**config.mk**
```make
export PLATFORM = sky130hd
export DESIGN_NAME = config_word_filter
export DESIGN_NICKNAME = d
export VERILOG_FILES = /design/src/common/csr_index_pkg.sv /design/src/csr_index_configure/config_word_filter.sv
export VERILOG_INCLUDE_DIRS = /design/src /design/src/common
export SDC_FILE = /design/constraint.sdc
export NUM_CORES = 1
export LEC_CHECK = 0
export ABC_AREA = 1
export BUFFER_PORTS_ARGS = -buffer_cell sky130_fd_sc_hd__buf_2
export CORE_ASPECT_RATIO = 0.6
export CORE_UTILIZATION = 30
export DETAILED_ROUTE_END_ITERATION = 16
export GPL_TIMING_DRIVEN = 0
export PLACE_DENSITY = 0.61
export REMOVE_ABC_BUFFERS = 1
export SKIP_LAST_GASP = 1
export SLEW_MARGIN = 20
export SYNTH_ARGS = -nofsm -noshare
export SYNTH_HDL_FRONTEND = slang
export SYNTH_SLANG_ARGS = --single-unit
```
**constraint.sdc**
```tcl
create_clock -name ap_clk -period 1.4 [get_ports ap_clk]
set_clock_uncertainty 0.05 [all_clocks]
set_input_delay 0.14 -clock ap_clk [delete_from_list [all_inputs] [get_ports ap_clk]]
set_output_delay 0.14 -clock ap_clk [all_outputs]
set_load 0.02 [all_outputs]
```
**src/common/csr_index_cfg.svh**
```systemverilog
// Compile-time sizes; CFG_RECORD_W must be kept in step with the field order of record_t
`ifndef CSR_INDEX_CFG_SVH
`define CSR_INDEX_CFG_SVH

// --------------------
// Word and field widths
// --------------------
`define CFG_DATA_W      32
`define CFG_ADDR_W      64
`define CFG_OFFSET_W    16
`define CFG_SHIFT_W     5

// Sequence words per engine configuration
`define CFG_SEQ_WORDS   9

// --------------------
// FIFO sizing
// --------------------
`define CFG_FIFO_DEPTH  16

// Leaves headroom for words still in flight when prog_full rises
`define CFG_FIFO_PROG   8

// Flags, three words, granularity with direction, command, buffer kind,
// pointer and size
`define CFG_RECORD_W    (4 + 3 * `CFG_DATA_W + `CFG_DATA_W + 2 + 3 + `CFG_ADDR_W + `CFG_DATA_W)

`endif

```
**src/common/csr_index_pkg.sv**
```systemverilog
// Enum encodings have to match the values the host writes into the setup words
`default_nettype none
`include "csr_index_cfg.svh"

package csr_index_pkg;

    // --------------------
    // Vector types
    // --------------------
    typedef logic [`CFG_DATA_W-1:0]   word_t;
    typedef logic [`CFG_OFFSET_W-1:0] offset_t;
    typedef logic [`CFG_SHIFT_W-1:0]  shift_t;
    typedef logic [`CFG_ADDR_W-1:0]   addr_t;

    // Position relative to the start of this engine's window
    typedef logic [$clog2(`CFG_SEQ_WORDS)-1:0] seq_index_t;
    typedef logic [`CFG_SEQ_WORDS-1:0]         seq_mask_t;

    // Top bit of the granularity word carries the shift direction
    typedef logic [`CFG_DATA_W-2:0] granularity_t;

    // --------------------
    // Encodings
    // --------------------
    typedef enum logic [2:0] {
        BUF_INVALID      = 3'd0,
        BUF_CU_SETUP     = 3'd1,
        BUF_ENGINE_SETUP = 3'd2,
        BUF_VERTEX_DATA  = 3'd3
    } buffer_kind_e;

    typedef enum logic [1:0] {
        CMD_INVALID = 2'd0,
        CMD_READ    = 2'd1,
        CMD_WRITE   = 2'd2
    } mem_cmd_e;

    // Field order from the MSB down is increment, decrement, mode_sequence,
    // mode_buffer, index_start, index_end, stride, granularity, shift_direction,
    // cmd, buffer, array_pointer, array_size
    typedef logic [`CFG_RECORD_W-1:0] record_t;

endpackage

`default_nettype wire

```
**src/csr_index_configure/config_word_filter.sv**
```systemverilog
// Words of another kind or outside this engine's window are dropped without any notice
`default_nettype none
`timescale 1ns/1ps
`include "csr_index_cfg.svh"

module config_word_filter #(
    parameter int engine_slot = 0
) (
    input  logic                        ap_clk,
    input  logic                        areset_csr_index_generator,
    input  logic                        resp_valid,
    input  csr_index_pkg::buffer_kind_e resp_buffer,
    input  csr_index_pkg::offset_t      resp_offset,
    input  csr_index_pkg::shift_t       resp_shift,
    input  csr_index_pkg::word_t        resp_data,
    output logic                        word_push,
    output csr_index_pkg::seq_index_t   word_index,
    output csr_index_pkg::word_t        word_data
);

    import csr_index_pkg::*;

    // Window of sequence positions owned by this engine
    localparam offset_t seq_lo    = offset_t'(`CFG_SEQ_WORDS * engine_slot);
    localparam offset_t seq_words = offset_t'(`CFG_SEQ_WORDS);

    logic         valid_q;
    buffer_kind_e buffer_q;
    offset_t      offset_q;
    shift_t       shift_q;
    offset_t      seq;
    offset_t      seq_rel;
    logic         kind_ok;
    logic         in_window;

    // --------------------
    // Input register
    // --------------------
    always_ff @(posedge ap_clk) begin
        if (areset_csr_index_generator) begin
            valid_q <= 1'b0;
        end else begin
            valid_q <= resp_valid;
        end
    end

    always_ff @(posedge ap_clk) begin
        buffer_q  <= resp_buffer;
        offset_q  <= resp_offset;
        shift_q   <= resp_shift;
        word_data <= resp_data;
    end

    // --------------------
    // Kind and window check
    // --------------------
    assign seq       = offset_q >> shift_q;
    assign seq_rel   = seq - seq_lo;
    assign kind_ok   = (buffer_q == BUF_CU_SETUP) || (buffer_q == BUF_ENGINE_SETUP);
    assign in_window = (seq >= seq_lo) && (seq_rel < seq_words);

    // Pushed in the cycle after sampling
    assign word_push  = valid_q & kind_ok & in_window;
    assign word_index = seq_rel[$bits(seq_index_t)-1:0];

endmodule

`default_nettype wire

```
# Word level (Yosys, flattened, before mapping)
# Cells that the tools add are included.
dict set report op_classes {
  n_lt_le_gt_ge 2
  n_eq_ne 2
  shift 1
  n_bitwise 2
  reduce_logical 2
}
# op n
set ops {}
lappend ops {{16-bit by 1-bit >= comparator with 1-bit output (second input constant)} 1}
lappend ops {{16-bit by 4-bit less-than comparator with 1-bit output (second input constant)} 1}
lappend ops {{16-bit by 5-bit >> shifter with 16-bit output} 1}
lappend ops {{3-bit by 1-bit equality test with 1-bit output (second input constant)} 1}
lappend ops {{3-bit by 2-bit equality test with 1-bit output (second input constant)} 1}
lappend ops {{1-bit AND} 2}
lappend ops {{1-bit logical AND} 1}
lappend ops {{1-bit logical OR} 1}
dict set report totals {
  ff_bits 57
  inputBits 59
  output_inout_bits 37
  wordCells 14
}

# Logic depth before layout (Yosys ltp)
dict set report logic_depth {
  depth_word 4
  ltp_mapped 16
  mapped_depth_nobuf 14
}

# Least setup slack after synthesis
# No wires, ideal clock.
dict set report synth_timing {
  path_kind {register to output}
  from {register shift_q[0]}
  to {output word_push}
  arrival_ps 1647
  required_ps 1210
  slack_ps -437
  stages_incl_launch_ff 14
  path_buffers 2
  cell_sequence {dfxtp_1 -> buf_6 -> inv_4 -> buf_6 -> nand2_2 -> nand3_1 -> nand3_1 -> nand3_1 -> nand2_1 -> nor2_2 -> nor2_1 -> nand2_1 -> nand2_1 -> nor2_1}
}
dict set report synth_via {
  elab_chain_cells 4
  elab_cells_between_ends 5
  cone_classes {order compare (2); shift (1); bitwise (1); reduce/logical (1)}
}
# item line_no
set synth_rtl {}
lappend synth_rtl {{from (decl)} config_word_filter.sv:30} ;# shift_t shift_q;
lappend synth_rtl {{from (signal assigned)} config_word_filter.sv:50} ;# shift_q <= resp_shift;
lappend synth_rtl {{16-bit by 5-bit >> shifter with 16-bit output *} config_word_filter.sv:57} ;# assign seq = offset_q >> shift_q;
lappend synth_rtl {{via word_index[2]} config_word_filter.sv:17} ;# output csr_index_pkg::seq_index_t word_index,
lappend synth_rtl {{16-bit by 1-bit >= comparator with 1-bit output / 16-bit by 4-bit less-than comparator with 1-bit output (equally long branches)} config_word_filter.sv:60} ;# assign in_window = (seq >= seq_lo) && (seq_rel < seq_words);
lappend synth_rtl {{1-bit logical AND *} config_word_filter.sv:60}
lappend synth_rtl {{1-bit AND *} config_word_filter.sv:63} ;# assign word_push = valid_q & kind_ok & in_window;
lappend synth_rtl {{to (decl)} config_word_filter.sv:16} ;# output logic word_push,
# Mark *: on every way through the listed nets, which the timed path passes. The rest lies on a longest branch.

# Worst setup path in the final report
dict set report layout_timing {
  from {register shift_q[0]}
  to {output word_push}
}
dict set report layout_via {
  elab_chain_cells 4
  elab_cells_between_ends 5
  cone_classes {order compare (2); shift (1); bitwise (1); reduce/logical (1)}
}
# item line_no
set layout_rtl {}
lappend layout_rtl {{16-bit by 5-bit >> shifter with 16-bit output *} config_word_filter.sv:57}
lappend layout_rtl {{16-bit by 1-bit >= comparator with 1-bit output / 16-bit by 4-bit less-than comparator with 1-bit output (equally long branches)} config_word_filter.sv:60}
lappend layout_rtl {{1-bit logical AND *} config_word_filter.sv:60}
lappend layout_rtl {{1-bit AND *} config_word_filter.sv:63}
# Mark *: on every way between the ends. The rest lies on a longest branch, timed or not.

==> results.md <==
- Min Tclk post-route: 2.093 ns
- Final worst slack: -0.6927 ns
- Synth area leader: dfxtp_1
- Boundary Pins: 96
- CTS tree: built
- Num CTS Buffers: 9
- H-Tree Depth: 3
- Final Hold Fails: 0
- Hold Path End: shift_q[2]$_DFF_P_
- CP max-delay cell: dfxtp_4
- Place WS: -0.8362 ns
- Worst-margin pin slew: 0.3179 ns
- Status: finished with violations
- Seq/Total Area, Yosys: 0.6213
- All-Layer GR Usage: 0.1669
- Largest net degree at the start of global routing: 18
- Post-synthesis cell count: 209
- Initial Util: 0.3207
- DR iter-0 viols: 56
- Max Cap Violations: 0
- Die Area: 6450 sq um
- Hold Path Depth: 2
- Crit path top cell by count: nand2_1
- Synth top area cells: dfxtp_1 62%, nand2_1 14%, nand3_1 9.5%
- YS warnings: 0
- WP data arrival: 1.90 ns
- Number of inserted diodes: 0
- Clock Pin Slew Worst Setup and Hold Paths: 0.07 ns
- Setup violators final: 5
- Most frequent cells in the layout: 90 x buf_2, 66 x nand2_1, 58 x dlygate4sd3_1
- Avg Cell Area, Syn: 8.788 sq um
- TritonCTS Sinks: 57
- Chip Height: 62.61 microns
- Fillers: 553
- Core area: 5728 sq um
- Pwr per Cell Area: 1172 nW/um^2
- Nets: 429
- Share of the synthesized area in the top cell type: 0.6213
- Crit end category: output pin
- Max-slew violations: 0
- RSZ-0062 raised after global routing: yes
- Initial antenna violation count: 0
- Layout cell share with drive strength beyond 1: 0.3680
- RD Place Congestion: 0.8549
- Grt ovf: 0
- ANT nets after route: 0
- Leading cell type in the layout, fill and taps excluded: buf_2
- CP top delay family: simple AND/OR/NAND/NOR gates
- Setup CP Type: reg2out
- Crit share post-route: 1.495
- CP peak stage delay: 0.38 ns
- Vias in the first global route: 1,871
- CTS Buffer Depth: 2
- Post-DP HPWL: 3010 microns
- Synth-to-Final Area Change: 77.45%
- Netlist Area Pre-Place: 1837 sq um
- Hold WC Path Type: in2reg
- Die Wd: 103.0 microns
- Fmax: 477.8 MHz
- WHS: 0.3707 ns
- Worst slew margin: 0.7879
- Vias post-DR: 1,896
- Vias per cell: 4.167
- Final wirelength: 4964 microns
- Row cnt: 21
- First-pass iteration count of the detailed router: 6
- Max rail drop VDD: 1.088 mV
- Synth unique cells: 18
- FF+latch count, synth: 57
- Worst setup SP type: register
- Worst Path Required: 1.21 ns
- Failing checks: setup timing
- Critical Path, Cell by Cell: buf_12 -> nand2_1 -> nand3_2 -> nand2_1 -> nand2_1 -> inv_1 -> nand2_1 -> nor2_2 -> nand2_1 -> nand2_1 -> nand2_1 -> nand2_1 -> nand2_1 -> nor2_1 -> buf_4
- Bufs and invs on worst path: 3
- Clock root cell: clkbuf_8
- First-pass GRT wire length: 7893 microns
- DRC viols: 0
- Min-delay src: resp_shift[2]
- Max Fanout on Critical Path: 14
- LEAKAGE: 1.630 nW
- Avg WL per Cell: 10.91 microns
- IO Port Bufs: 95
==> per-stage QoR <==
stage,total power [mW],utilization,TNS [ns],instances,instance area [sq um]
floorplan,2.020,-,-1.206,201,1777
global placement,2.187,0.4107,-2.902,376,2352
detailed placement,2.190,0.4107,-2.858,376,2352
CTS,3.848,0.5592,-2.598,453,3203
global route,4.026,0.5690,-3.277,455,3259
finish,3.820,0.5690,-2.517,455,3259
==> registers in the layout, summed over array words and instances (netlist names) <==
| register | cells |
|---|---|
| buffer_q | 3 |
| offset_q | 16 |
| shift_q | 5 |
| valid_q | 1 |
| word_data | 32 |
==> synth_stat cells <==
cell type   n
a21oi_1     4
buf_2       3
buf_4       3
buf_6       2
dfxtp_1    57
inv_1      11
inv_2       1
inv_4       1
nand2_1    70
nand2_2     4
nand2_4     1
nand3_1    35
nor2_1      7
nor2_2      1
o211ai_1    4
o21ai_0     3
o21ai_1     1
o31ai_1     1
==> report_power, final <==
part | internal, mW | switching, mW
clock | 0.826 | 0.660
combinational | 0.299 | 0.280
sequential | 1.71 | 0.0467
==> per-layer routing <==
metal / vias to the layer above / global-route usage / part of all wire
li1: 986 / - / -
met1: 823 / 0.1996 / 0.47
met2: 77 / 0.2375 / 0.41
met3: 10 / 0.1029 / 0.095
met4: 0 / 0.07042 / 0.018
met5: - / 0 / 0
==> worst max-delay path by stage <==
stage                       startpoint   endpoint  slack [ns]  cells after the start
floorplan           shift_q[0]$_DFF_P_  word_push       -0.67                     10
detailed placement  shift_q[0]$_DFF_P_  word_push       -0.84                     15
finish              shift_q[0]$_DFF_P_  word_push       -0.69                     15
global placement    shift_q[0]$_DFF_P_  word_push       -0.82                     15
CTS                 shift_q[0]$_DFF_P_  word_push       -0.71                     15
global route        shift_q[0]$_DFF_P_  word_push       -0.95                     15
==> cells by family (layout without fill, tap and decap cells) <==
kind of cell | after synthesis | in the layout | share of synthesized area
AO/OA/AOI/OAI | 13 | 13 | 0.04223
buffers and inverters | 21 | 187 | 0.06062
flip-flops | 57 | 57 | 0.6213
AND/OR/NAND/NOR | 118 | 118 | 0.2759
==> repair_timing <==
action                                  4_1_cts  5_1_grt
endpoints found under the setup margin        5        5
gates resized for setup                      19       11
setup buffers                                 3        2
hold buffers                                 58        0
hold endpoints to repair                     57        0
pin swaps                                     3        5
==> cell type report <==
class / instances / area (sq um) / share of cell area
Sequential cell: 57 / 1150 / 0.3528
Inverter: 13 / 58.81 / 0.01804
Tap cell: 80 / 100.1 / 0.03071
Clock inverter: 6 / 67.56 / 0.02073
Multi-Input combinational cell: 131 / 625.6 / 0.1919
Clock buffer: 10 / 127.6 / 0.03916
Timing Repair Buffer: 158 / 1130 / 0.3466
Note: power is estimated with default switching activity, not from simulation.
