--- config.mk ---
export PLATFORM = sky130hd
export DESIGN_NAME = sync_fifo
export DESIGN_NICKNAME = d
export VERILOG_FILES = /design/src/hdl/sync_fifo.sv
export SDC_FILE = /design/constraint.sdc
export NUM_CORES = 1
export LEC_CHECK = 0
export BUFFER_PORTS_ARGS = -buffer_cell sky130_fd_sc_hd__buf_2
export CAP_MARGIN = 20
export CORE_ASPECT_RATIO = 0.9
export CORE_UTILIZATION = 63
export CTS_BUF_LIST = sky130_fd_sc_hd__clkbuf_4
export CTS_CLUSTER_DIAMETER = 80
export DETAILED_ROUTE_END_ITERATION = 8
export PLACE_DENSITY_LB_ADDON = 0.25
export REMOVE_ABC_BUFFERS = 1
export SLEW_MARGIN = 20
export SYNTH_ARGS = -nofsm -noshare
export SYNTH_HDL_FRONTEND = slang
export SYNTH_SLANG_ARGS = --single-unit
export TNS_END_PERCENT = 20
--- constraint.sdc ---
create_clock -name ap_clk -period 3.8 [get_ports ap_clk]
set_input_delay 0.57 -clock ap_clk [delete_from_list [all_inputs] [get_ports ap_clk]]
set_output_delay 0.57 -clock ap_clk [all_outputs]
set_load 0.01 [all_outputs]
--- src/hdl/sync_fifo.sv ---
// Single clock; a write while full is dropped and rd_data only holds meaning with rd_valid
`default_nettype none
`timescale 1ns/1ps

module sync_fifo #(
    parameter int width     = 8,
    parameter int depth     = 16,
    parameter int threshold = 8
) (
    input  logic             ap_clk,
    input  logic             areset_csr_index_generator,
    input  logic             wr_en,
    input  logic [width-1:0] wr_data,
    input  logic             rd_en,
    output logic [width-1:0] rd_data,
    output logic             rd_valid,
    output logic             empty,
    output logic             full,
    output logic             prog_full
);

    localparam int ptr_w = (depth > 1) ? $clog2(depth) : 1;

    logic [width-1:0] mem [depth];
    logic [ptr_w-1:0] wr_ptr;
    logic [ptr_w-1:0] rd_ptr;
    logic [ptr_w:0]   count;
    logic             wr_ok;
    logic             rd_ok;

    assign wr_ok     = wr_en & ~full;
    assign rd_ok     = rd_en & ~empty;
    assign empty     = (count == '0);
    assign full      = (count == (ptr_w+1)'(depth));
    assign prog_full = (count >= (ptr_w+1)'(threshold));

    // --------------------
    // Pointers and count
    // --------------------
    // Wrap at depth, which need not be a power of two
    always_ff @(posedge ap_clk) begin
        if (areset_csr_index_generator) begin
            wr_ptr   <= '0;
            rd_ptr   <= '0;
            count    <= '0;
            rd_valid <= 1'b0;
        end else begin
            if (wr_ok) begin
                wr_ptr <= (wr_ptr == ptr_w'(depth - 1)) ? '0 : wr_ptr + 1'b1;
            end
            if (rd_ok) begin
                rd_ptr <= (rd_ptr == ptr_w'(depth - 1)) ? '0 : rd_ptr + 1'b1;
            end
            count    <= count + (ptr_w+1)'(wr_ok) - (ptr_w+1)'(rd_ok);
            rd_valid <= rd_ok;
        end
    end

    // Storage and read register
    always_ff @(posedge ap_clk) begin
        if (wr_ok) begin
            mem[wr_ptr] <= wr_data;
        end
        if (rd_ok) begin
            rd_data <= mem[rd_ptr];
        end
    end

    // Writer has to respect full
    assert property (@(posedge ap_clk) disable iff (areset_csr_index_generator)
        wr_en |-> !full);

endmodule

`default_nettype wire

==> Word-level counts from Yosys, hierarchy flattened <==
Memories as Yosys holds them, arrays and structs flattened. A register that Yosys moved wholly into a read port is not among the register bits.
Index checks and enable logic that the tools add are counted.
{ "classes": {"magnitude_cmp": 1, "bitwise_logic": 4, "eq_ne": 3, "add_sub_neg": 4, "muxes": 4, "reduce_logical": 1} }
{ "ops": {"columns": ["cell", "n"], "rows": [
  ["4-bit by 1-bit adder with 4-bit output (second input constant)", 2],
  ["4-bit equality test (second input constant)", 2],
  ["4-bit two-way mux", 2],
  ["5-bit by 1-bit adder with 5-bit output", 1],
  ["5-bit equality test (second input constant)", 1],
  ["5-bit by 4-bit >= comparator with 1-bit output (second input constant)", 1],
  ["5-bit zero test", 1],
  ["5-bit by 1-bit subtractor with 5-bit output", 1],
  ["1-bit bitwise AND", 2],
  ["1-bit two-way mux", 2],
  ["1-bit NOT", 2]
]} }
{ "word_totals": {"elab_cells": 22, "n_memories": 1, "out_inout_bits": 12, "ff_bits": 14, "inputBits": 12, "mem_bits_rw": 128} }
{ "mem_list": {"columns": ["name", "depth", "word_bits", "rd", "rd_ports_with_merged_regs", "write_ports", "line", "rtl"], "rows": [
  ["mem", 16, 8, 1, 1, 1, "24", "logic [width-1:0] mem [depth];"]
]} }

==> Longest topological paths before layout <==
Gate-level depths: netlist of run 1.
{ "logic_depth": {"ltp_word": 5, "depth_mapped": 15, "mapped_depth_nobuf": 14} }

==> Worst setup path before layout of run 1 <==
OpenSTA, ideal clock, no wires.
{ "synth_timing": {"path_kind": "register to register", "from": "register count[2]", "to": "register count[4]", "stages_incl_launch_ff": 15, "slack_ns": 1.049, "setup_time_ns": 0.132, "arrival_time_ns": 2.619, "required_ns": 3.668, "period_less_slack_ns": 2.751, "path_buffers": 1, "cell_sequence": "dfxtp_1 -> inv_1 -> ha_1 -> or4b_4 -> and2_4 -> buf_6 -> ha_1 -> inv_1 -> ha_1 -> inv_1 -> fa_1 -> nand2b_1 -> a21oi_1 -> or3_1 -> a21oi_1"} }
{ "synth_between": {"elab_cells_between_ends": 8, "cone_classes": "add/sub (2); eq/ne (1); bitwise (4); reduce/logical (1)"} }
{ "synth_lines": {"columns": ["item", "line", "rtl"], "rows": [
  ["start, declared", "27", "logic [ptr_w:0] count;"],
  ["start signal, assigned", "54", "count <= count + (ptr_w+1)'(wr_ok) - (ptr_w+1)'(rd_ok);"],
  ["5-bit zero test", "33", "assign empty = (count == '0);"],
  ["1-bit NOT", "32", "assign rd_ok = rd_en & ~empty;"],
  ["1-bit bitwise AND", "32", null],
  ["named net rd_ok", "29", "logic rd_ok;"],
  ["5-bit by 1-bit subtractor with 5-bit output", "54", null]
]} }
The timed path passes the listed nets, and every way through them passes these cells.
A chain may end at the register's enable or synchronous reset.

==> Final worst setup path of run 1 <==
{ "layout_timing": {"from": "register count[2]", "to": "register count[4]"} }
{ "layout_between": {"elab_chain_cells": 5, "elab_cells_between_ends": 8, "cone_classes": "add/sub (2); eq/ne (1); bitwise (4); reduce/logical (1)"} }
{ "layout_rtl": {"columns": ["item", "line", "rtl"], "rows": [
  ["5-bit equality test", "34", "assign full = (count == (ptr_w+1)'(depth));"],
  ["1-bit NOT", "31", "assign wr_ok = wr_en & ~full;"],
  ["1-bit bitwise AND", "31", null],
  ["5-bit by 1-bit adder with 5-bit output", "54", null],
  ["5-bit by 1-bit subtractor with 5-bit output (*)", "54", null]
]} }
Mark *: on every way between the ends. The rest lies on a longest branch, timed or not.

==> metrics.yaml, run 1 <==
run_status: "complete, no violations"
fin_worst_hold_slack_ns: 0.370
totalNegativeSetupSlack_ns: 0
num-fill-cells: 552
yosys_warnings: 0
yosysSeqAreaShare: 0.733
leak_pwr_nw: 2.15
post_synth.cell_area_avg_um2: 18.6
min_period_over_period: 0.766
synth-edff-count: 136
power.density_cell_area_nw_per_um2: 576
cts_root_buffer: "sky130_fd_sc_hd__clkbuf_4"
mostFrequentLayoutCell: "sky130_fd_sc_hd__edfxtp_1"
synth_flop_cell: "sky130_fd_sc_hd__edfxtp_1"
first_pass_grt_wire_length_um: 16600
sw_power_w: 0.00108
drt-vias-per-instance: 6.09
postSynthRegisterBits: 150
critPathTopFamily: "adder cells"
grt_antenna_before_repair: 0
boundaryPins: 24
grt_pass1_vias: 2997
finalHoldViolations: 0
vdd.ir_drop.worst_mv: 0.322
core_region_area_um2: 9130
cts_buffers: 17
cp.required_ns: 4.22
cts_resized: 0
final_nets: 380
antenna-diode-count: 0
die_h_um: 94.2
clk_path_buf_depth: 2
cts_sinks: 150
timing.critical_path.from_type: "register"
cp_slowest_cell: "sky130_fd_sc_hd__or4b_4"
cp_max_fo: 14
hp-class: "in2reg"
post-route-min-period_ns: 2.91
drt-total-wl_um: 10700
timing.critical_path.slowest_cell_delay_ns: 0.48
numPlacedInstances: 457
maxCapViolCount: 0
fp.dieW_um: 104
starting_density: 0.653
cp.buffers_inverters: 3
p_int_w: 0.00265
critical_path_class: "reg2reg"
postCtsSetupRepairBufs: 0
detailroute.via_count: 2980
max_freq_mhz: 343
gpl.final_weighted_congestion: 0.753
cts.htree.levels: 4
clock_tree_from_tritoncts: "yes"
p_seq_frac: 0.533
combinationalPowerShare: 0.207
rows: 33
clk-insertion-delay-late_ns: 0.53
commonest_cells_after_routing_fill_and_taps_aside: "sky130_fd_sc_hd__edfxtp_1 (136), sky130_fd_sc_hd__mux4_2 (32), sky130_fd_sc_hd__buf_2 (23)"
switching_share: 0.289
drt_drc_violations_left: 0
endpoint_kind: "register"
worstPathCellList: "inv_1, ha_1, or4b_4, and2_4, ha_1, inv_1, ha_1, inv_1, fa_1, nand2b_1, a21oi_1, or3_1, a21oi_1"
number_of_buffers_added_to_fix_hold_violations_after_cts: 0
die_footprint_um2: 9850
area_growth_pct: 8.89
rsz0062_at_grt: "no"
synth_area_um2: 5960
report.final.slew_viol_count: 0
worstMarginPinSlew_ns: 0.943
drt_first_pass_iters: 4
postRouteAntennaNets: 0
postSynth.asyncResetShare: 0
port_buffers: 23
clk_pin_slew_worst_paths_ns: 0.13
grt_max_degree: 37
dpl.hpwl_um: 6910
clock-skew-final_ns: 0.0245
worst_slew_margin_rel: 0.369
worst-endpoint-arrival_ns: 3.33
netlist-cell-type-count: 33
grt.overflow.total: 0
netlist_instances: 321
gr-usage-all-layers: 0.245
post_route_cells_drive_above_1_share: 0.270
drt_iter0_drc: 255
detail_route.wl_per_cell_um: 21.8
number_of_standard_cells_in_the_final_layout_excluding_fillers: 489
final-setup-viol-count: 0
power.clock.fraction: 0.260
[flip-flops by register name (all words and copies together) (netlist names)]
name / count
wr_ptr: 4
rd_data: 8
rd_ptr: 4
mem: 128
count: 5
rd_valid: 1
[layout make-up]
cell class / instances / area, um2 / share of cell area
timing repair buffer: 30 / 168 / 0.0259
inverter: 13 / 48.8 / 0.00752
sequential: 150 / 4370 / 0.673
multi-input combinational: 142 / 1460 / 0.225
tap: 122 / 153 / 0.0235
clock buffer: 18 / 135 / 0.0208
clock inverter: 14 / 158 / 0.0243
[worst register-to-register path, delay by kind of cell, from the launching register on]
kind	cells	cell delay, ns
AO/OA/AOI/OAI	2	0.21
buffers and inverters	3	0.22
AND/OR/NAND/NOR	4	1.00
flip-flops	1	0.34
adder cells (fa/ha/maj)	4	1.04
[cells in the mapped netlist (2+ instances only)]
cell,instances,share of area
sky130_fd_sc_hd__edfxtp_1,136,0.69
sky130_fd_sc_hd__mux4_2,32,0.12
sky130_fd_sc_hd__nor2_1,21,0.013
sky130_fd_sc_hd__a22oi_1,16,0.020
sky130_fd_sc_hd__nand2_1,16,0.010
sky130_fd_sc_hd__dfxtp_1,14,0.047
sky130_fd_sc_hd__ha_1,13,0.027
sky130_fd_sc_hd__inv_1,12,0.0076
sky130_fd_sc_hd__a21oi_1,7,0.0059
sky130_fd_sc_hd__clkbuf_1,6,0.0038
sky130_fd_sc_hd__nor3_1,6,0.0050
sky130_fd_sc_hd__nand3_1,5,0.0042
sky130_fd_sc_hd__buf_1,4,0.0025
sky130_fd_sc_hd__nor2b_1,4,0.0042
sky130_fd_sc_hd__nand2b_1,3,0.0032
sky130_fd_sc_hd__xor2_1,3,0.0044
sky130_fd_sc_hd__a21o_1,2,0.0025
sky130_fd_sc_hd__and2_1,2,0.0021
sky130_fd_sc_hd__buf_2,2,0.0017
sky130_fd_sc_hd__buf_4,2,0.0025
sky130_fd_sc_hd__buf_6,2,0.0038
sky130_fd_sc_hd__mux2i_1,2,0.0034
[kinds of logic after synthesis]
group / count (synthesis) / synth area share
XOR/XNOR: 4 / 0.00588
multiplexers: 34 / 0.124
AO/OA/AOI/OAI: 29 / 0.0351
AND/OR/NAND/NOR: 61 / 0.0487
adder cells (fa/ha/maj): 14 / 0.0307
buffers and inverters: 29 / 0.0225
flip-flops: 150 / 0.733
[power by group through the flow]
stage | Combinational [W] | Clock [W] | Sequential (W)
6_report | 0.000772 | 0.000972 | 0.00199
5_1_grt | 0.000850 | 0.00105 | 0.00201
4_1_cts | 0.000778 | 0.000985 | 0.00200
3_5_place_dp | 0.000779 | 0 | 0.00203
3_3_place_gp | 0.000751 | 0 | 0.00203
2_1_floorplan | 0.000484 | 0 | 0.00207
[metal layers]
layer	vias to the layer above	GRT usage	wire length [um]
met1	1521	0.324	4370
li1	1340	-	-
met4	0	0.112	277
met5	-	0	0
met2	97	0.386	5320
met3	22	0.0680	696
[path summary, 6_finish.rpt]
path	start	end	slack (ns)	cells past startpoint
max	count[2]	count[4]	0.89	13
min	areset_csr_index_generator	count[1]	0.37	2
max reg2reg	count[2]	count[4]	0.89	13
min reg2reg	wr_ptr[0]	wr_ptr[0]	0.57	2
[metrics by stage]
| stage | worst slack, ns | instance area, um2 | total power [W] | util |
|---|---|---|---|---|
| 2_1_floorplan | 1.11 | 5870 | 0.00256 | - |
| 3_3_place_gp | 1.03 | 6190 | 0.00278 | 0.679 |
| 3_5_place_dp | 0.903 | 6190 | 0.00281 | 0.679 |
| 4_1_cts | 0.880 | 6480 | 0.00376 | 0.711 |
| 5_1_grt | 0.649 | 6480 | 0.00391 | 0.711 |
| 6_report | 0.889 | 6480 | 0.00373 | 0.711 |
Power figures use the tool's default switching activity.
==> run 2: changes to the inputs <==
- CORE_UTILIZATION: 63 -> 57
- clock period: 3.8 -> 2.3 ns (I/O delays scaled with it)
==> metrics.yaml, run 2 (synthesis gave the netlist of run 1 again) <==
layout_top_registers: "mem: 128 flops, rd_data: 8 flops, count: 5 flops"  # unchanged
starting_density: 0.584  # was 0.653
fp.dieW_um: 110  # was 104 um
post_route_cells_drive_above_1_share: 0.359  # was 0.270
cp_slowest_cell: "sky130_fd_sc_hd__or4b_4"  # unchanged
finalHoldViolations: 0  # unchanged
max_freq_mhz: 388  # was 343 MHz
core_region_area_um2: 10200  # was 9130 um2
worstMarginPinSlew_ns: 0.738  # was 0.943 ns
cts_buffers: 17  # unchanged
power.density_cell_area_nw_per_um2: 981  # was 576 nW/um2
post-route-min-period_ns: 2.58  # was 2.91 ns
grt.overflow.total: 0  # unchanged
port_buffers: 23  # unchanged
maxCapViolCount: 0  # unchanged
commonest_cells_after_routing_fill_and_taps_aside: "sky130_fd_sc_hd__edfxtp_1 (136), sky130_fd_sc_hd__buf_4 (33), sky130_fd_sc_hd__mux4_2 (32)"  # was sky130_fd_sc_hd__edfxtp_1 (136), sky130_fd_sc_hd__mux4_2 (32), sky130_fd_sc_hd__buf_2 (23)
clock_tree_from_tritoncts: "yes"  # unchanged
cts_root_buffer: "sky130_fd_sc_hd__clkbuf_4"  # unchanged
post-layout-total-power_w: 0.00671  # was 0.00373 W
setup_slack_ns: -0.280  # was 0.889 ns
report.final.slew_viol_count: 0  # unchanged
critical_path_class: "reg2reg"  # unchanged
run_status: "finished, violations left"  # was complete, no violations
worstPathCellList: "inv_2, ha_4, or4b_4, and2_4, ha_4, inv_4, ha_4, inv_2, fa_2, nand2b_4, a21oi_4, or3_4, a21oi_2"  # was inv_1, ha_1, or4b_4, and2_4, ha_1, inv_1, ha_1, inv_1, fa_1, nand2b_1, a21oi_1, or3_1, a21oi_1
fin_area_um2: 6840  # was 6480 um2
rsz0062_at_grt: "yes"  # was no
fin_worst_hold_slack_ns: 0.173  # was 0.370 ns
critical_path.reg2reg.endpoint: "count[4]"  # unchanged
endpoint_kind: "register"  # unchanged
vdd.ir_drop.worst_mv: 0.681  # was 0.322 mV
leak_pwr_nw: 2.32  # was 2.15 nW
failing_checks: "negative setup slack"
hold-path-cell-count: 2  # unchanged
min_period_over_period: 1.12  # was 0.766
clk-insertion-delay-late_ns: 0.52  # was 0.53 ns
boundaryPins: 24  # unchanged
gpl.final_weighted_congestion: 0.723  # was 0.753
timing.reg2reg.setup_slack_ns: -0.28  # was 0.89 ns
holdCritStartpoint: "areset_csr_index_generator"  # unchanged
dpl.hpwl_um: 6900  # was 6910 um
final-setup-viol-count: 3  # was 0
die_h_um: 99.0  # was 94.2 um
detail_route.wl_per_cell_um: 20.5  # was 21.8 um
numPlacedInstances: 489  # was 457
die_footprint_um2: 10900  # was 9850 um2
first_pass_grt_wire_length_um: 17000  # was 16600 um
cp.required_ns: 2.71  # was 4.22 ns
antenna-diode-count: 0  # unchanged
max_flop_register: "mem"  # unchanged
clk_path_buf_depth: 2  # unchanged
number_of_standard_cells_in_the_final_layout_excluding_fillers: 524  # was 489
cp_max_fo: 2  # was 14
drt-total-wl_um: 10700  # about the same
hp-class: "in2reg"  # unchanged
worst_slew_margin_rel: 0.507  # was 0.369
placed_area_um2: 6410  # was 6190 um2
detailroute.via_count: 3029  # was 2980
critical_path.reg2reg.startpoint: "count[2]"  # unchanged
drt-vias-per-instance: 5.78  # was 6.09
worst-endpoint-arrival_ns: 2.99  # was 3.33 ns
number_of_buffers_added_to_fix_hold_violations_after_cts: 0  # unchanged
largest_register_ff_count: 128  # unchanged
grt_pass1_vias: 2987  # was 2997
gr-usage-all-layers: 0.226  # was 0.245
grt_max_degree: 38  # was 37
cts_sinks: 150  # unchanged
postRouteAntennaNets: 0  # unchanged
mostFrequentLayoutCell: "sky130_fd_sc_hd__edfxtp_1"  # unchanged
final_nets: 408  # was 380
timing.critical_path.slowest_cell_delay_ns: 0.45  # was 0.48 ns
dp_worst_setup_slack_ns: -0.391  # was 0.903 ns
drt_iter0_drc: 240  # was 255
drt_drc_violations_left: 0  # unchanged
clock-skew-final_ns: 0.0146  # was 0.0245 ns
drt_first_pass_iters: 4  # unchanged
grt_antenna_before_repair: 0  # unchanged
timing.reg2reg.worst_path_depth: 13  # unchanged
rows: 35  # was 33
area_growth_pct: 14.9  # was 8.89%
critical_path.most_common_cell: "sky130_fd_sc_hd__ha_4"
cts.htree.levels: 4  # unchanged
timing.critical_path.from_type: "register"  # unchanged
clk_pin_slew_worst_paths_ns: 0.12  # was 0.13 ns
hold_path_end: "rd_ptr[1]"  # was count[1]
==> run 2: worst max-delay path, delay by kind of cell (launching register included) <==
family                   cells  cell delay, ns
adder cells (fa/ha/maj)      4            0.83
AO/OA/AOI/OAI                2            0.20
buffers and inverters        3            0.17
AND/OR/NAND/NOR              4            0.94
flip-flops                   1            0.34
==> run 2: worst max-delay path by stage <==
stage          startpoint          to  cells past startpoint
6_report         count[2]    count[4]                     13
5_1_grt          count[2]    count[4]                     13
4_1_cts          count[3]    count[4]                     13
3_5_place_dp     count[2]    count[4]                     13
3_3_place_gp     count[2]    count[4]                     13
2_1_floorplan   rd_ptr[0]  rd_data[0]                      3
==> run 2: final cells by class <==
cell class	instances	area, um2
clock inverters	12	179
clock buffers	20	150
fillers	682	3360
repair buffers	58	403
flip-flops and latches	150	4370
multi-input cells	142	1530
inverters	13	51.3
well taps	129	161
==> run 2: layer usage <==
metal,share of wire,wire length [um],vias to the layer above,GRT usage
li1,-,-,1386,-
met1,0.46,4920,1552,0.327
met2,0.48,5190,78,0.333
met3,0.045,488,13,0.0562
met4,0.014,154,0,0.0882
met5,0,0,-,0
==> run 2: what timing repair did <==
item / in CTS / in global routing
pin swaps: 7 / 8
resized for setup: 15 / 5
setup endpoints to repair: 4 / 4
setup buffers: 1 / 2
==> run 2: report_power, final <==
part | switching, W | internal (W) | total, W | leakage, nW
combinational | 0.000824 | 0.000875 | 0.00170 | 0.801
sequential | 0.0000595 | 0.00316 | 0.00322 | 1.35
clock | 0.000894 | 0.000900 | 0.00179 | 0.169
total | 0.00178 | 0.00494 | 0.00671 | 2.32
==> run 2: stage by stage <==
step | TNS, ns | utilization
final | -0.570 | 0.671
after detailed placement | -0.932 | 0.629
after CTS | -0.579 | 0.667
after floorplan | -3.68 | -
after global routing | -0.925 | 0.671
after global placement | -0.638 | 0.629
==> run 3: changes to the inputs <==
- CORE_UTILIZATION: 57 -> 38
==> metrics.yaml, run 3 (synthesis gave the netlist of run 1 again) <==
run_status: "finished, violations left"  # unchanged
failing_checks: "negative setup slack"  # unchanged
core_region_area_um2: 15400  # was 10200 um2
grt_max_degree: 37  # was 38
maxCapViolCount: 0  # unchanged
final_nets: 409  # was 408
leak_pwr_nw: 2.30  # was 2.32 nW
boundaryPins: 24  # unchanged
cp.required_ns: 2.78  # was 2.71 ns
die_h_um: 121  # was 99.0 um
postRouteAntennaNets: 0  # unchanged
drt_first_pass_iters: 4  # unchanged
detailroute.via_count: 3010  # was 3029
max_flop_register: "mem"  # unchanged
grt_pass1_vias: 3164  # was 2987
fp.dieW_um: 134  # was 110 um
clock-skew-final_ns: 0.0149  # was 0.0146 ns
cp_max_fo: 2  # unchanged
rsz0062_at_grt: "yes"  # unchanged
worstMarginPinSlew_ns: 0.515  # was 0.738 ns
dpl.hpwl_um: 7160  # was 6900 um
antenna-diode-count: 0  # unchanged
gpl.final_weighted_congestion: 0.736  # was 0.723
post_route_cells_drive_above_1_share: 0.343  # was 0.359
detail_route.wl_per_cell_um: 19.6  # was 20.5 um
die_footprint_um2: 16200  # was 10900 um2
hp-class: "in2reg"  # unchanged
clk_pin_slew_worst_paths_ns: 0.12  # about the same
worst-endpoint-arrival_ns: 3.03  # was 2.99 ns
mostFrequentLayoutCell: "sky130_fd_sc_hd__edfxtp_1"  # unchanged
drt_iter0_drc: 182  # was 240
p_seq_frac: 0.503  # was 0.480
gr-usage-all-layers: 0.161  # was 0.226
largest_register_ff_count: 128  # unchanged
power.density_cell_area_nw_per_um2: 931  # was 981 nW/um2
clk_path_buf_depth: 2  # unchanged
first_pass_grt_wire_length_um: 18200  # was 17000 um
rows: 43  # was 35
combinationalPowerShare: 0.259  # was 0.253
totalNegativeSetupSlack_ns: -0.376  # was -0.570 ns
final_cell_utilization_of_the_core: 0.446  # was 0.671
clk-insertion-delay-late_ns: 0.53  # was 0.52 ns
cts.htree.levels: 4  # unchanged
starting_density: 0.387  # was 0.584
switching_share: 0.272  # was 0.265
critical_path_class: "reg2reg"  # unchanged
commonest_cells_after_routing_fill_and_taps_aside: "sky130_fd_sc_hd__edfxtp_1 (136), sky130_fd_sc_hd__buf_4 (34), sky130_fd_sc_hd__mux4_2 (32)"  # was sky130_fd_sc_hd__edfxtp_1 (136), sky130_fd_sc_hd__buf_4 (33), sky130_fd_sc_hd__mux4_2 (32)
grt_antenna_before_repair: 0  # unchanged
fin_area_um2: 6860  # was 6840 um2
final-setup-viol-count: 2  # was 3
cts_sinks: 150  # unchanged
sw_power_w: 0.00174  # was 0.00178 W
area_growth_pct: 15.3  # was 14.9%
setup_slack_ns: -0.257  # was -0.280 ns
vdd.ir_drop.worst_mv: 0.451  # was 0.681 mV
timing.critical_path.from_type: "register"  # unchanged
post-route-min-period_ns: 2.56  # was 2.58 ns
layout_top_registers: "mem: 128 flops, rd_data: 8 flops, count: 5 flops"  # unchanged
drt_drc_violations_left: 0  # unchanged
max_freq_mhz: 391  # was 388 MHz
cts_buffers: 17  # unchanged
endpoint_kind: "register"  # unchanged
drt-total-wl_um: 11700  # was 10700 um
port_buffers: 23  # unchanged
power.clock.fraction: 0.237  # was 0.267
p_int_w: 0.00465  # was 0.00494 W
min_period_over_period: 1.11  # was 1.12
report.final.slew_viol_count: 0  # unchanged
drt-vias-per-instance: 5.03  # was 5.78
finalHoldViolations: 0  # unchanged
worst_slew_margin_rel: 0.657  # was 0.507
clock_tree_from_tritoncts: "yes"  # unchanged
grt.overflow.total: 0  # unchanged
cts_root_buffer: "sky130_fd_sc_hd__clkbuf_4"  # unchanged
placed_area_um2: 6520  # was 6410 um2
run 3: cell type report:
type / instances / area (um2)
clock buffer: 19 / 143
clock inverter: 13 / 114
fill: 1346 / 8520
inverter: 13 / 51.3
multi-input combinational: 142 / 1530
sequential: 150 / 4370
tap: 202 / 253
timing repair buffer: 59 / 410
run 3: final timing paths:
check	from	end	slack [ns]	cells past startpoint
setup reg to reg	count[3]	count[4]	-0.26	13
setup / recovery	count[3]	count[4]	-0.26	13
hold / removal	areset_csr_index_generator	count[1]	0.15	2
hold reg to reg	wr_ptr[1]	wr_ptr[1]	0.56	2
run 3: what timing repair did:
item	CTS	global route
hold buffers	0	0
resized for setup	15	4
pin swaps	6	3
setup endpoints to repair	4	5
setup buffers	2	0
gates cloned	0	0
run 3: critical path, cell delays in order (launching register included):
cell                       delay (ns)
sky130_fd_sc_hd__dfxtp_2         0.35
sky130_fd_sc_hd__inv_2           0.07
sky130_fd_sc_hd__ha_4            0.13
sky130_fd_sc_hd__or4b_4          0.46
sky130_fd_sc_hd__and2_4          0.19
sky130_fd_sc_hd__ha_4            0.26
sky130_fd_sc_hd__inv_2           0.04
sky130_fd_sc_hd__ha_4            0.16
sky130_fd_sc_hd__inv_4           0.05
sky130_fd_sc_hd__fa_2            0.19
sky130_fd_sc_hd__nand2b_4        0.13
sky130_fd_sc_hd__a21oi_4         0.05
sky130_fd_sc_hd__or3_4           0.32
sky130_fd_sc_hd__a21oi_2         0.11
run 3: layer usage:
layer | GRT usage | wire length (um)
met5 | 0 | 0
met4 | 0.0597 | 93
met3 | 0.0428 | 500
met2 | 0.259 | 5710
met1 | 0.210 | 5440
run 3: power by group through the flow:
stage               clock network (W)  logic (W)  registers (W)
global placement                    0    0.00147        0.00327
finish                        0.00152    0.00166        0.00322
global route                  0.00169    0.00184        0.00323
detailed placement                  0    0.00150        0.00328
floorplan                           0   0.000800        0.00342
CTS                           0.00156    0.00161        0.00322
run 3: metrics by stage:
step           power, W  instances  hold WS (ns)  worst slack, ns
2_1_floorplan   0.00422        305         0.412           -0.388
3_3_place_gp    0.00474        564         0.516           -0.357
5_1_grt         0.00677        598         0.124           -0.349
3_5_place_dp    0.00477        564         0.531           -0.445
6_report        0.00639        598         0.152           -0.257
4_1_cts         0.00640        598        0.0997           -0.260
